**src/axicb_pkg.sv**
```systemverilog
/* Shared widths and payload types of the crossbar slice.
   ID bits 5:4 carry the master index, so MST_NB may not exceed four */

package axicb_pkg;

    //////////////////////////////
    // Sizes
    //////////////////////////////

    localparam int MST_NB     = 4;
    localparam int MST_IDX_W  = $clog2(MST_NB);
    localparam int ID_W       = 8;
    // Lowest bit of the master index inside an ID
    localparam int MST_ID_LSB = 4;
    localparam int ADDR_W     = 8;
    localparam int DATA_W     = 8;
    // Burst length holds beats minus one
    localparam int LEN_W      = 4;
    localparam int RESP_W     = 2;
    localparam int MEM_DEPTH  = 2**ADDR_W;

    //////////////////////////////
    // Types
    //////////////////////////////

    typedef logic [ID_W-1:0]      id_t;
    typedef logic [ADDR_W-1:0]    addr_t;
    typedef logic [DATA_W-1:0]    data_t;
    typedef logic [LEN_W-1:0]     len_t;
    typedef logic [RESP_W-1:0]    resp_t;
    typedef logic [MST_NB-1:0]    mst_vec_t;
    typedef logic [MST_IDX_W-1:0] mst_idx_t;

    localparam resp_t RESP_OKAY = 2'b00;

    // Address payload for AW and AR, ID in the low bits
    typedef struct packed {
        len_t  len;
        addr_t addr;
        id_t   id;
    } addr_ch_t;

    typedef struct packed {
        resp_t resp;
        id_t   id;
    } bch_t;

    typedef struct packed {
        resp_t resp;
        data_t data;
        id_t   id;
    } rch_t;

    typedef enum logic [1:0] {IDLE, WRITE, WRESP, READ} slv_state_t;

endpackage

```
**src/axicb_slv_if.sv**
```systemverilog
/* Single link from the switch to the slave, all five channels.
   No clock inside, both ends sample on their own i_aclk */

interface axicb_slv_if import axicb_pkg::*; ();

    // Write address
    logic     awvalid;
    logic     awready;
    addr_ch_t awch;

    // Write data
    logic     wvalid;
    logic     wready;
    logic     wlast;
    data_t    wch;

    // Write response
    logic     bvalid;
    logic     bready;
    bch_t     bch;

    // Read address
    logic     arvalid;
    logic     arready;
    addr_ch_t arch;

    // Read data
    logic     rvalid;
    logic     rready;
    logic     rlast;
    rch_t     rch;

    modport mst (
        output awvalid, awch, wvalid, wlast, wch, bready, arvalid, arch, rready,
        input  awready, wready, bvalid, bch, arready, rvalid, rlast, rch
    );

    modport slv (
        input  awvalid, awch, wvalid, wlast, wch, bready, arvalid, arch, rready,
        output awready, wready, bvalid, bch, arready, rvalid, rlast, rch
    );

endinterface

```
**src/axicb_round_robin.sv**
```systemverilog
/* Round-robin over MST_NB requesters, master 0 first after reset.
   Requesters must hold their request until accepted */

module axicb_round_robin import axicb_pkg::*; (
    input  logic     i_aclk,
    input  logic     i_rst_n,
    input  logic     i_en,
    input  mst_vec_t i_req,
    output mst_vec_t o_grant
);

    // Index of the previous winner
    mst_idx_t last_q;
    mst_idx_t win_idx;
    logic     win_found;
    // Grant held stable while the winner waits
    logic     lock_q;
    mst_idx_t lock_idx_q;
    mst_idx_t cur_idx;

    //////////////////////////////
    // Search above the last winner
    //////////////////////////////

    always_comb begin
        mst_idx_t cand;
        win_idx   = last_q;
        win_found = 1'b0;
        for (int i = 1; i <= MST_NB; i++) begin
            cand = mst_idx_t'((int'(last_q) + i) % MST_NB);
            if (!win_found && i_req[cand]) begin
                win_idx   = cand;
                win_found = 1'b1;
            end
        end
    end

    assign cur_idx = lock_q ? lock_idx_q : win_idx;
    assign o_grant = (lock_q || win_found) ? mst_vec_t'(1) << cur_idx : '0;

    //////////////////////////////
    // Pointer and lock
    //////////////////////////////

    always_ff @(posedge i_aclk) begin
        if (!i_rst_n) begin
            last_q <= mst_idx_t'(MST_NB - 1);
            lock_q <= 1'b0;
        end else if (i_en) begin
            last_q <= cur_idx;
            lock_q <= 1'b0;
        end else if (win_found) begin
            lock_q <= 1'b1;
        end
    end

    always_ff @(posedge i_aclk) begin
        if (win_found && !lock_q) begin
            lock_idx_q <= win_idx;
        end
    end

endmodule

```
**src/axicb_scfifo.sv**
```systemverilog
/* Holds one-hot write grants in address order, 2**DEPTH_LOG2 entries.
   Push while full and pull while empty are ignored */

module axicb_scfifo import axicb_pkg::*; #(
    parameter int DEPTH_LOG2 = 2
) (
    input  logic     i_aclk,
    input  logic     i_rst_n,
    input  logic     i_push,
    input  mst_vec_t i_data,
    output logic     o_full,
    input  logic     i_pull,
    output mst_vec_t o_data,
    output logic     o_empty
);

    localparam int DEPTH = 2**DEPTH_LOG2;

    mst_vec_t              mem [DEPTH];
    logic [DEPTH_LOG2-1:0] wr_ptr_q;
    logic [DEPTH_LOG2-1:0] rd_ptr_q;
    logic [DEPTH_LOG2:0]   count_q;
    logic                  do_push;
    logic                  do_pull;

    assign o_full  = (count_q == DEPTH[DEPTH_LOG2:0]);
    assign o_empty = (count_q == '0);
    assign do_push = i_push && !o_full;
    assign do_pull = i_pull && !o_empty;
    assign o_data  = mem[rd_ptr_q];

    always_ff @(posedge i_aclk) begin
        if (!i_rst_n) begin
            wr_ptr_q <= '0;
            rd_ptr_q <= '0;
            count_q  <= '0;
        end else begin
            if (do_push) begin
                wr_ptr_q <= wr_ptr_q + 1'b1;
            end
            if (do_pull) begin
                rd_ptr_q <= rd_ptr_q + 1'b1;
            end
            // Simultaneous push and pull keep the count
            if (do_push && !do_pull) begin
                count_q <= count_q + 1'b1;
            end else if (do_pull && !do_push) begin
                count_q <= count_q - 1'b1;
            end
        end
    end

    always_ff @(posedge i_aclk) begin
        if (do_push) begin
            mem[wr_ptr_q] <= i_data;
        end
    end

endmodule

```
**src/axicb_mst_switch.sv**
```systemverilog
/* Four masters onto one slave, purely combinational data paths.
   Responses are routed by ID bits 5:4, so each master must put its index there */

module axicb_mst_switch import axicb_pkg::*; (
    input  logic                  i_aclk,
    input  logic                  i_rst_n,
    input  mst_vec_t              i_awvalid,
    output mst_vec_t              o_awready,
    input  addr_ch_t [MST_NB-1:0] i_awch,
    input  mst_vec_t              i_wvalid,
    output mst_vec_t              o_wready,
    input  mst_vec_t              i_wlast,
    input  data_t    [MST_NB-1:0] i_wch,
    output mst_vec_t              o_bvalid,
    input  mst_vec_t              i_bready,
    output bch_t                  o_bch,
    input  mst_vec_t              i_arvalid,
    output mst_vec_t              o_arready,
    input  addr_ch_t [MST_NB-1:0] i_arch,
    output mst_vec_t              o_rvalid,
    input  mst_vec_t              i_rready,
    output mst_vec_t              o_rlast,
    output rch_t                  o_rch,
    axicb_slv_if.mst              slv
);

    mst_vec_t aw_grant;
    logic     aw_en;
    mst_vec_t ar_grant;
    logic     ar_en;
    mst_vec_t w_head;
    mst_vec_t w_sel;
    logic     w_full;
    logic     w_empty;
    mst_idx_t b_idx;
    mst_idx_t r_idx;

    // Address payload of the granted master
    function automatic addr_ch_t pick_addr(input mst_vec_t grant,
                                           input addr_ch_t [MST_NB-1:0] chans);
        addr_ch_t sel;
        sel = '0;
        for (int i = 0; i < MST_NB; i++) begin
            if (grant[i]) begin
                sel = chans[i];
            end
        end
        return sel;
    endfunction

    //////////////////////////////
    // Write address
    //////////////////////////////

    axicb_round_robin u_aw_arb (
        .i_aclk  (i_aclk),
        .i_rst_n (i_rst_n),
        .i_en    (aw_en),
        .i_req   (i_awvalid),
        .o_grant (aw_grant)
    );

    // No new burst while the grant FIFO cannot record it
    assign slv.awvalid = |(aw_grant & i_awvalid) && !w_full;
    assign slv.awch    = pick_addr(aw_grant, i_awch);
    assign o_awready   = aw_grant & {MST_NB{slv.awready && !w_full}};
    assign aw_en       = slv.awvalid && slv.awready;

    //////////////////////////////
    // Write data
    //////////////////////////////

    axicb_scfifo #(
        .DEPTH_LOG2 (2)
    ) u_w_fifo (
        .i_aclk  (i_aclk),
        .i_rst_n (i_rst_n),
        .i_push  (aw_en),
        .i_data  (aw_grant),
        .o_full  (w_full),
        .i_pull  (slv.wvalid && slv.wready && slv.wlast),
        .o_data  (w_head),
        .o_empty (w_empty)
    );

    assign w_sel      = w_empty ? '0 : w_head;
    assign slv.wvalid = |(w_sel & i_wvalid);
    assign slv.wlast  = |(w_sel & i_wlast);
    assign o_wready   = w_sel & {MST_NB{slv.wready}};

    always_comb begin
        slv.wch = '0;
        for (int i = 0; i < MST_NB; i++) begin
            if (w_sel[i]) begin
                slv.wch = i_wch[i];
            end
        end
    end

    //////////////////////////////
    // Read address
    //////////////////////////////

    axicb_round_robin u_ar_arb (
        .i_aclk  (i_aclk),
        .i_rst_n (i_rst_n),
        .i_en    (ar_en),
        .i_req   (i_arvalid),
        .o_grant (ar_grant)
    );

    assign slv.arvalid = |(ar_grant & i_arvalid);
    assign slv.arch    = pick_addr(ar_grant, i_arch);
    assign o_arready   = ar_grant & {MST_NB{slv.arready}};
    assign ar_en       = slv.arvalid && slv.arready;

    //////////////////////////////
    // Responses, routed by ID
    //////////////////////////////

    assign b_idx      = slv.bch.id[MST_ID_LSB +: MST_IDX_W];
    assign o_bch      = slv.bch;
    assign o_bvalid   = slv.bvalid ? mst_vec_t'(1) << b_idx : '0;
    assign slv.bready = i_bready[b_idx];

    assign r_idx      = slv.rch.id[MST_ID_LSB +: MST_IDX_W];
    assign o_rch      = slv.rch;
    assign o_rvalid   = slv.rvalid ? mst_vec_t'(1) << r_idx : '0;
    assign o_rlast    = slv.rlast ? mst_vec_t'(1) << r_idx : '0;
    assign slv.rready = i_rready[r_idx];

endmodule

```
**src/axicb_ram_slave.sv**
```systemverilog
/* 256-byte burst memory, one burst at a time, AW wins over AR in IDLE.
   Always answers OKAY and wraps the address at the top of memory */

module axicb_ram_slave import axicb_pkg::*; (
    input  logic     i_aclk,
    input  logic     i_rst_n,
    axicb_slv_if.slv mst
);

    data_t      mem [MEM_DEPTH];
    slv_state_t state_q;
    addr_t      addr_q;
    id_t        id_q;
    // Read beats left after the current one
    len_t       beat_q;
    logic       aw_hs;
    logic       w_hs;
    logic       ar_hs;
    logic       r_hs;

    assign mst.awready = (state_q == IDLE);
    assign mst.arready = (state_q == IDLE) && !mst.awvalid;
    assign mst.wready  = (state_q == WRITE);
    assign mst.bvalid  = (state_q == WRESP);
    assign mst.bch     = '{resp: RESP_OKAY, id: id_q};
    assign mst.rvalid  = (state_q == READ);
    assign mst.rlast   = (state_q == READ) && (beat_q == '0);
    assign mst.rch     = '{resp: RESP_OKAY, data: mem[addr_q], id: id_q};

    assign aw_hs = mst.awvalid && mst.awready;
    assign w_hs  = mst.wvalid && mst.wready;
    assign ar_hs = mst.arvalid && mst.arready;
    assign r_hs  = mst.rvalid && mst.rready;

    //////////////////////////////
    // FSM
    //////////////////////////////

    always_ff @(posedge i_aclk) begin
        if (!i_rst_n) begin
            state_q <= IDLE;
        end else begin
            case (state_q)
                IDLE: begin
                    if (aw_hs) begin
                        state_q <= WRITE;
                    end else if (ar_hs) begin
                        state_q <= READ;
                    end
                end
                WRITE: if (w_hs && mst.wlast) state_q <= WRESP;
                WRESP: if (mst.bready) state_q <= IDLE;
                READ:  if (r_hs && beat_q == '0) state_q <= IDLE;
                default: state_q <= IDLE;
            endcase
        end
    end

    // Burst address and ID, loaded on acceptance
    always_ff @(posedge i_aclk) begin
        if (aw_hs) begin
            addr_q <= mst.awch.addr;
            id_q   <= mst.awch.id;
        end else if (ar_hs) begin
            addr_q <= mst.arch.addr;
            id_q   <= mst.arch.id;
            beat_q <= mst.arch.len;
        end else if (w_hs || r_hs) begin
            addr_q <= addr_q + addr_t'(1);
        end
        if (r_hs) begin
            beat_q <= beat_q - len_t'(1);
        end
    end

    always_ff @(posedge i_aclk) begin
        if (w_hs) begin
            mem[addr_q] <= mst.wch;
        end
    end

endmodule

```
**src/axicb_top.sv**
```systemverilog
/* Crossbar slice, four masters sharing one burst memory.
   Master lanes are packed, lane i belongs to master i */

module axicb_top import axicb_pkg::*; (
    input  logic                  i_aclk,
    input  logic                  i_rst_n,
    // Write address
    input  mst_vec_t              i_awvalid,
    output mst_vec_t              o_awready,
    input  addr_ch_t [MST_NB-1:0] i_awch,
    // Write data
    input  mst_vec_t              i_wvalid,
    output mst_vec_t              o_wready,
    input  mst_vec_t              i_wlast,
    input  data_t    [MST_NB-1:0] i_wch,
    // Write response, payload shared by all masters
    output mst_vec_t              o_bvalid,
    input  mst_vec_t              i_bready,
    output bch_t                  o_bch,
    // Read address
    input  mst_vec_t              i_arvalid,
    output mst_vec_t              o_arready,
    input  addr_ch_t [MST_NB-1:0] i_arch,
    // Read data, payload shared by all masters
    output mst_vec_t              o_rvalid,
    input  mst_vec_t              i_rready,
    output mst_vec_t              o_rlast,
    output rch_t                  o_rch
);

    axicb_slv_if slv_if ();

    axicb_mst_switch u_switch (
        .i_aclk    (i_aclk),
        .i_rst_n   (i_rst_n),
        .i_awvalid (i_awvalid),
        .o_awready (o_awready),
        .i_awch    (i_awch),
        .i_wvalid  (i_wvalid),
        .o_wready  (o_wready),
        .i_wlast   (i_wlast),
        .i_wch     (i_wch),
        .o_bvalid  (o_bvalid),
        .i_bready  (i_bready),
        .o_bch     (o_bch),
        .i_arvalid (i_arvalid),
        .o_arready (o_arready),
        .i_arch    (i_arch),
        .o_rvalid  (o_rvalid),
        .i_rready  (i_rready),
        .o_rlast   (o_rlast),
        .o_rch     (o_rch),
        .slv       (slv_if.mst)
    );

    axicb_ram_slave u_slave (
        .i_aclk  (i_aclk),
        .i_rst_n (i_rst_n),
        .mst     (slv_if.slv)
    );

endmodule

```
**config.mk**
```make
export PLATFORM = sky130hd
export DESIGN_NAME = axicb_top
export DESIGN_NICKNAME = d
export VERILOG_FILES = /design/src/axicb_pkg.sv /design/src/axicb_slv_if.sv /design/src/axicb_round_robin.sv /design/src/axicb_scfifo.sv /design/src/axicb_mst_switch.sv /design/src/axicb_ram_slave.sv /design/src/axicb_top.sv
export SDC_FILE = /design/constraint.sdc
export NUM_CORES = 2
export LEC_CHECK = 0
export BUFFER_PORTS_ARGS = -buffer_cell sky130_fd_sc_hd__buf_2
export CAP_MARGIN = 20
export CORE_UTILIZATION = 35
export DETAILED_ROUTE_END_ITERATION = 12
export HOLD_SLACK_MARGIN = 0.03
export SLEW_MARGIN = 10
export SYNTH_ARGS = -nofsm -noshare
export SYNTH_HDL_FRONTEND = slang
export SYNTH_SLANG_ARGS = --single-unit
```
**constraint.sdc**
```tcl
create_clock -name i_aclk -period 4.2 [get_ports i_aclk]
set_input_delay 0.84 -clock i_aclk [delete_from_list [all_inputs] [get_ports i_aclk]]
set_output_delay 0.84 -clock i_aclk [all_outputs]
set_load 0.01 [all_outputs]
```
After elaboration in Yosys (flattened, before gate mapping)
Memory sizes are Yosys's and may differ from the RTL's. A register that Yosys moved wholly into a read port is not among the register bits.
Cells that the tools add are included.

cells by class
  equality and inequality tests = 9
  reduce and logical (&&, ||, !) cells = 53
  muxes and demuxes = 79
  order comparisons = 9
  bitwise logic cells = 8
  shift-type cells = 3
  add/subtract/negate cells = 14

operator list
  kind                 count
  $mux 20              4
  $mux 8               10
  $mux 16              4
  $mux 4               9
  $mux 2               17
  $and 4x4->4          7
  $lt 2x3->1 const B   9
  $logic_and 1x1->1    22
  $mux 1               22
  $bmux 1 s2           10
  $reduce_or 4->1      4
  $logic_not 1->1      13
  $add 2x1->2 const B  6
  $shl 1x2->4 const A  3
  $add 2x2->2 const B  4
  $add 8x1->8 const B  1
  $pmux 2 s4           1
  $mux 3               2
  $ne 2x2->1 const B   3
  $reduce_bool 2->1    3
  $eq 2x2->1 const B   2
  $logic_not 4->1      1
  $reduce_and 4->1     1
  $reduce_or 2->1      2
  other kinds (13)     15

storage, ports and cells
  memories = 2
  logic and storage cells = 190
  bits in writable memories = 2064
  bits in registers = 39
  bits of input ports = 218
  output and inout bits = 52

memory list
  memory                 depth  bits a word  read ports  clocked after Yosys merged registers in  write ports  RTL line               source
  u_slave.mem            256    8            1           1                                        1            axicb_ram_slave.sv:10  data_t mem [MEM_DEPTH];
  u_switch.u_w_fifo.mem  4      4            1           1                                        1            axicb_scfifo.sv:19     mst_vec_t mem [DEPTH];

Depth between registers and ports, before layout
  depth after elaboration = 25
  gate-level depth with buffers = 13
  mapped depth without buffers = 11

Hierarchy
Synthesis repeated with hierarchy kept, for this count alone.

second synthesis, totals
  cell total of the unflattened synthesis = 4554
  area total of the unflattened synthesis = 85727.2 um^2

by module, submodules not included
  module             area an instance (um^2)  seq. area each (um^2)  instances  cells an instance
  axicb_ram_slave    81826.0                  62299.8                1          4098
  axicb_mst_switch   2135.8                   0.0                    1          306
  axicb_scfifo       1059.8                   660.6                  1          68
  axicb_round_robin  352.8                    120.1                  2          41

Least setup slack after synthesis
No wires, ideal clock.

  kind = register to register
  start = register (tool-made name)
  end = memory u_slave.mem[0][6] (netlist bit), data pin
  slack = 0.167 ns
  data required time = 3.644 ns
  arrival time = 3.477 ns
  cell stages (with the launch flop) = 7
  period minus slack after synthesis = 4.033 ns
  cell sequence = dfxtp_1 > mux4_1 > nand2_1 > clkbuf_1 > nor2_1 > a21oi_1 > mux2_2

RTL lines
  element    RTL line
  to (decl)  axicb_ram_slave.sv:10

==> impl_metrics.json <==
{
  "outcome": "finished with violations",
  "violations": "DRC, setup timing",
  "syn_area_um2": 83650,
  "synth_top_flop_cell": "edfxtp_1",
  "drt_iter0_markers": 4262,
  "dp_hpwl_um": 137900,
  "syn2layout_area_growth_pct": 18.90,
  "wl_per_cell_um": 27.37,
  "reg2reg_slack_ns": 0.74,
  "tritoncts": "done",
  "finish.utilization_pct": 41.85,
  "cp_slowest_cell": "mux4_2",
  "grt_max_degree": 111,
  "max_slew.worst_pin.slew_ns": 1.108,
  "skew_ns": 0.02296,
  "cts-root-buf": "clkbuf_16",
  "maxSlewViolCount": 0,
  "yosys.area.top_type_share_pct": 74.96,
  "io_buffers": 249,
  "yosys_warnings": 0,
  "ant_nets": 0,
  "seq_area_frac_synth_pct": 75.56,
  "synth_edf_count": 2088,
  "yosysMostFrequentCell": "edfxtp_1",
  "period_share_pct": 115.7,
  "die_w_um": 490.9,
  "grt_pass1_vias": 42790,
  "drc_errors": 4,
  "grt_setup_unrepaired": "yes",
  "nets": 4746,
  "postSynth.asyncResetShare_pct": 0,
  "dr.pass1.iters": 11,
  "via_count": 41990,
  "overflow": 0,
  "die_h_um": 490.9,
  "hold_path.class": "input port to flip-flop",
  "r2r-end": "u_slave.mem[44][1]$_DFFE_PP_",
  "design.core.area_um2": 237600,
  "synth_area_leaders": "edfxtp_1 75%, mux4_2 17%, nor2_1 1.4%, clkbuf_1 0.65%, a22oi_1 0.63%",
  "fillers": 20440,
  "path_cells": "buf_4, bufbuf_16, buf_4, mux4_2, mux4_2, a22oi_2, nand2_1, a22oi_2, buf_6, o221ai_4, buf_2",
  "grt_pass1_wl_um": 308300,
  "die_area_um2": 240900,
  "pre_cts_slack_ns": -0.1149,
  "cp.arrival_ns": 4.02,
  "layout.cells.non_filler": 7852,
  "postPlaceCellArea_um2": 91810,
  "grtUsageTotal_pct": 17.65,
  "p_leak_uw": 0.03187,
  "max-cap-violations": 0,
  "htree_levels": 4,
  "worstSetupEndpointType": "primary output",
  "slew_headroom_pct": 25.98,
  "ctsHoldBuffers": 0,
  "fmax_mhz": 205.9,
  "hold_viol": 0,
  "crit_fanout": 7,
  "antenna_found_initial": 16,
  "crit_required_ns": 3.36,
  "r2r_cells": 7,
  "synth_largest_area_cell": "edfxtp_1",
  "max_stage_delay_ns": 0.53,
  "place_congestion": 0.9507,
  "ir_worst_vdd_v": 0.0006263,
  "num_rows": 179,
  "postLayoutCellArea_um2": 99460,
  "clock-sinks": 2113,
  "postSynthCellCount": 3859,
  "drt_wl_total_um": 214900,
  "worst-setup-path-type": "flip-flop to primary output",
  "via_per_inst": 5.348,
  "start_util_pct": 35.20,
  "synth_common_cells": "2,088 x edfxtp_1, 643 x mux4_2, 319 x nor2_1",
  "setup_viol": 8,
  "clock_latency_ns": 0.85,
  "ys_types": 73,
  "fin_ws_ns": -0.6574,
  "critPathLaunchType": "flip-flop",
  "clk_pin_slew_worst_paths_ns": 0.06,
  "ys_seq_elements": 2113,
  "numCtsBuffers": 201,
  "min_period_ns": 4.857,
  "ios": 270,
  "cts.path.max_buffers": 3,
  "place_inst": 7425,
  "crit_end": "o_rch[14]",
  "powerDensity_nw_per_um2": 772.3,
  "synth.avg_cell_area_um2": 21.68,
  "drive_gt1_share_pct": 36.11,
  "setup-tns-final_ns": -5.052
}
metal layers:
layer,share of wire (%),track usage (%)
met1,40,23.56
met2,49,28.69
met3,6.9,3.244
met4,3.9,6.706
met5,0.043,0
flip-flops by register name (all words and copies together), names as in the netlist, named ones only:
register / flops
u_switch.u_w_fifo.rd_ptr_q: 2
u_slave.state_q: 2
u_slave.id_q: 8
u_switch.u_w_fifo.mem: 16
u_switch.u_aw_arb.lock_q: 1
u_switch.u_ar_arb.lock_idx_q: 2
u_switch.u_ar_arb.last_q: 2
u_switch.u_w_fifo.wr_ptr_q: 2
u_slave.beat_q: 4
u_switch.u_aw_arb.last_q: 2
u_slave.mem: 2048
u_switch.u_w_fifo.count_q: 3
u_slave.addr_q: 8
u_switch.u_aw_arb.lock_idx_q: 2
u_switch.u_ar_arb.lock_q: 1
layout by cell type (no fill, tap or decap), types with 9 or more instances in the layout:
cell type     n
a21oi_1      40
a221oi_1     14
a221oi_2      9
a22o_1       17
a22oi_1      41
a22oi_2      31
a31oi_1       9
and2_1       19
buf_12       70
buf_16       23
buf_2       244
buf_4       333
buf_6        17
clkbuf_1     50
clkbuf_16   204
clkinv_1     53
clkinv_2     32
dfxtp_1      21
edfxtp_1   2088
ha_1         11
inv_1        20
mux4_2      643
nand2_1      74
nand2b_1     13
nand3_1      28
nor2_1      318
nor2b_1      16
o211ai_1     10
o21a_1       16
o21ai_0      20
o31a_1        9
where the power goes:
group | internal (uW) | switching, uW
clock | 9340 | 7690
sequential | 29400 | 581
combinational | 12100 | 17700
metrics by stage:
stage,hold slack (ns),total power (uW)
3_5_place_dp,0.5042,58210
6_report,0.2899,76810
4_1_cts,0.2358,77130
3_3_place_gp,0.4914,57560
2_1_floorplan,0.4619,45950
5_1_grt,0.2624,79570
cell families (layout without fill, tap and decap cells):
family / Yosys count / in the layout / share of synthesized area, %
AOI/OAI and AO/OA: 282 / 282 / 2.520
xor gates and xnor gates: 14 / 14 / 0.1466
adders and majority gates: 12 / 12 / 0.1885
buffers and inverters: 265 / 1081 / 1.372
DFF: 2113 / 2113 / 75.56
muxes: 661 / 661 / 17.62
other: 1 / 11 / 0.004483
and+or+nand+nor: 511 / 511 / 2.594
cell type report:
class	instances	area [um^2]	area share [%]
Antenna cell	7	17.52	0.01761
Timing Repair Buffer	695	6140	6.173
Clock inverter	112	842.1	0.8467
Sequential cell	2113	63220	63.56
Tap cell	3167	3963	3.984
Inverter	21	78.83	0.07926
Clock buffer	253	5256	5.285
Multi-Input combinational cell	1484	19940	20.05
critical path, delay by kind of cell (launching register included):
kind	cells	cell delay, ns
mux	2	1.05
compound gates	3	0.67
buf+inv	5	0.91
simple gates	1	0.14
flops	1	0.38
worst min-delay path by stage:
| stage | start | end | slack, ns | cells after the start |
|---|---|---|---|---|
| 2_1_floorplan | u_switch.u_w_fifo.count_q[2]$_SDFFE_PN0P_ | u_switch.u_w_fifo.count_q[2]$_SDFFE_PN0P_ | 0.46 | 2 |
| 3_3_place_gp | u_switch.u_w_fifo.count_q[2]$_SDFFE_PN0P_ | u_switch.u_w_fifo.count_q[2]$_SDFFE_PN0P_ | 0.49 | 2 |
| 3_5_place_dp | u_switch.u_w_fifo.count_q[2]$_SDFFE_PN0P_ | u_switch.u_w_fifo.count_q[2]$_SDFFE_PN0P_ | 0.50 | 2 |
| 4_1_cts | i_rst_n | u_switch.u_aw_arb.last_q[0]$_SDFFE_PN1N_ | 0.24 | 2 |
| 5_1_grt | i_rst_n | u_switch.u_aw_arb.last_q[0]$_SDFFE_PN1N_ | 0.26 | 2 |
| 6_report | i_rst_n | u_switch.u_aw_arb.last_q[0]$_SDFFE_PN1N_ | 0.29 | 2 |
repair_timing:
| action | in CTS | in global routing |
|---|---|---|
| endpoints found under the setup margin | 8 | 8 |
| resized for setup | 94 | 26 |
| pin swaps | 23 | 5 |
| setup buffers | 30 | 10 |
| gates cloned | 13 | 2 |
Power figures use the tool's default switching activity.
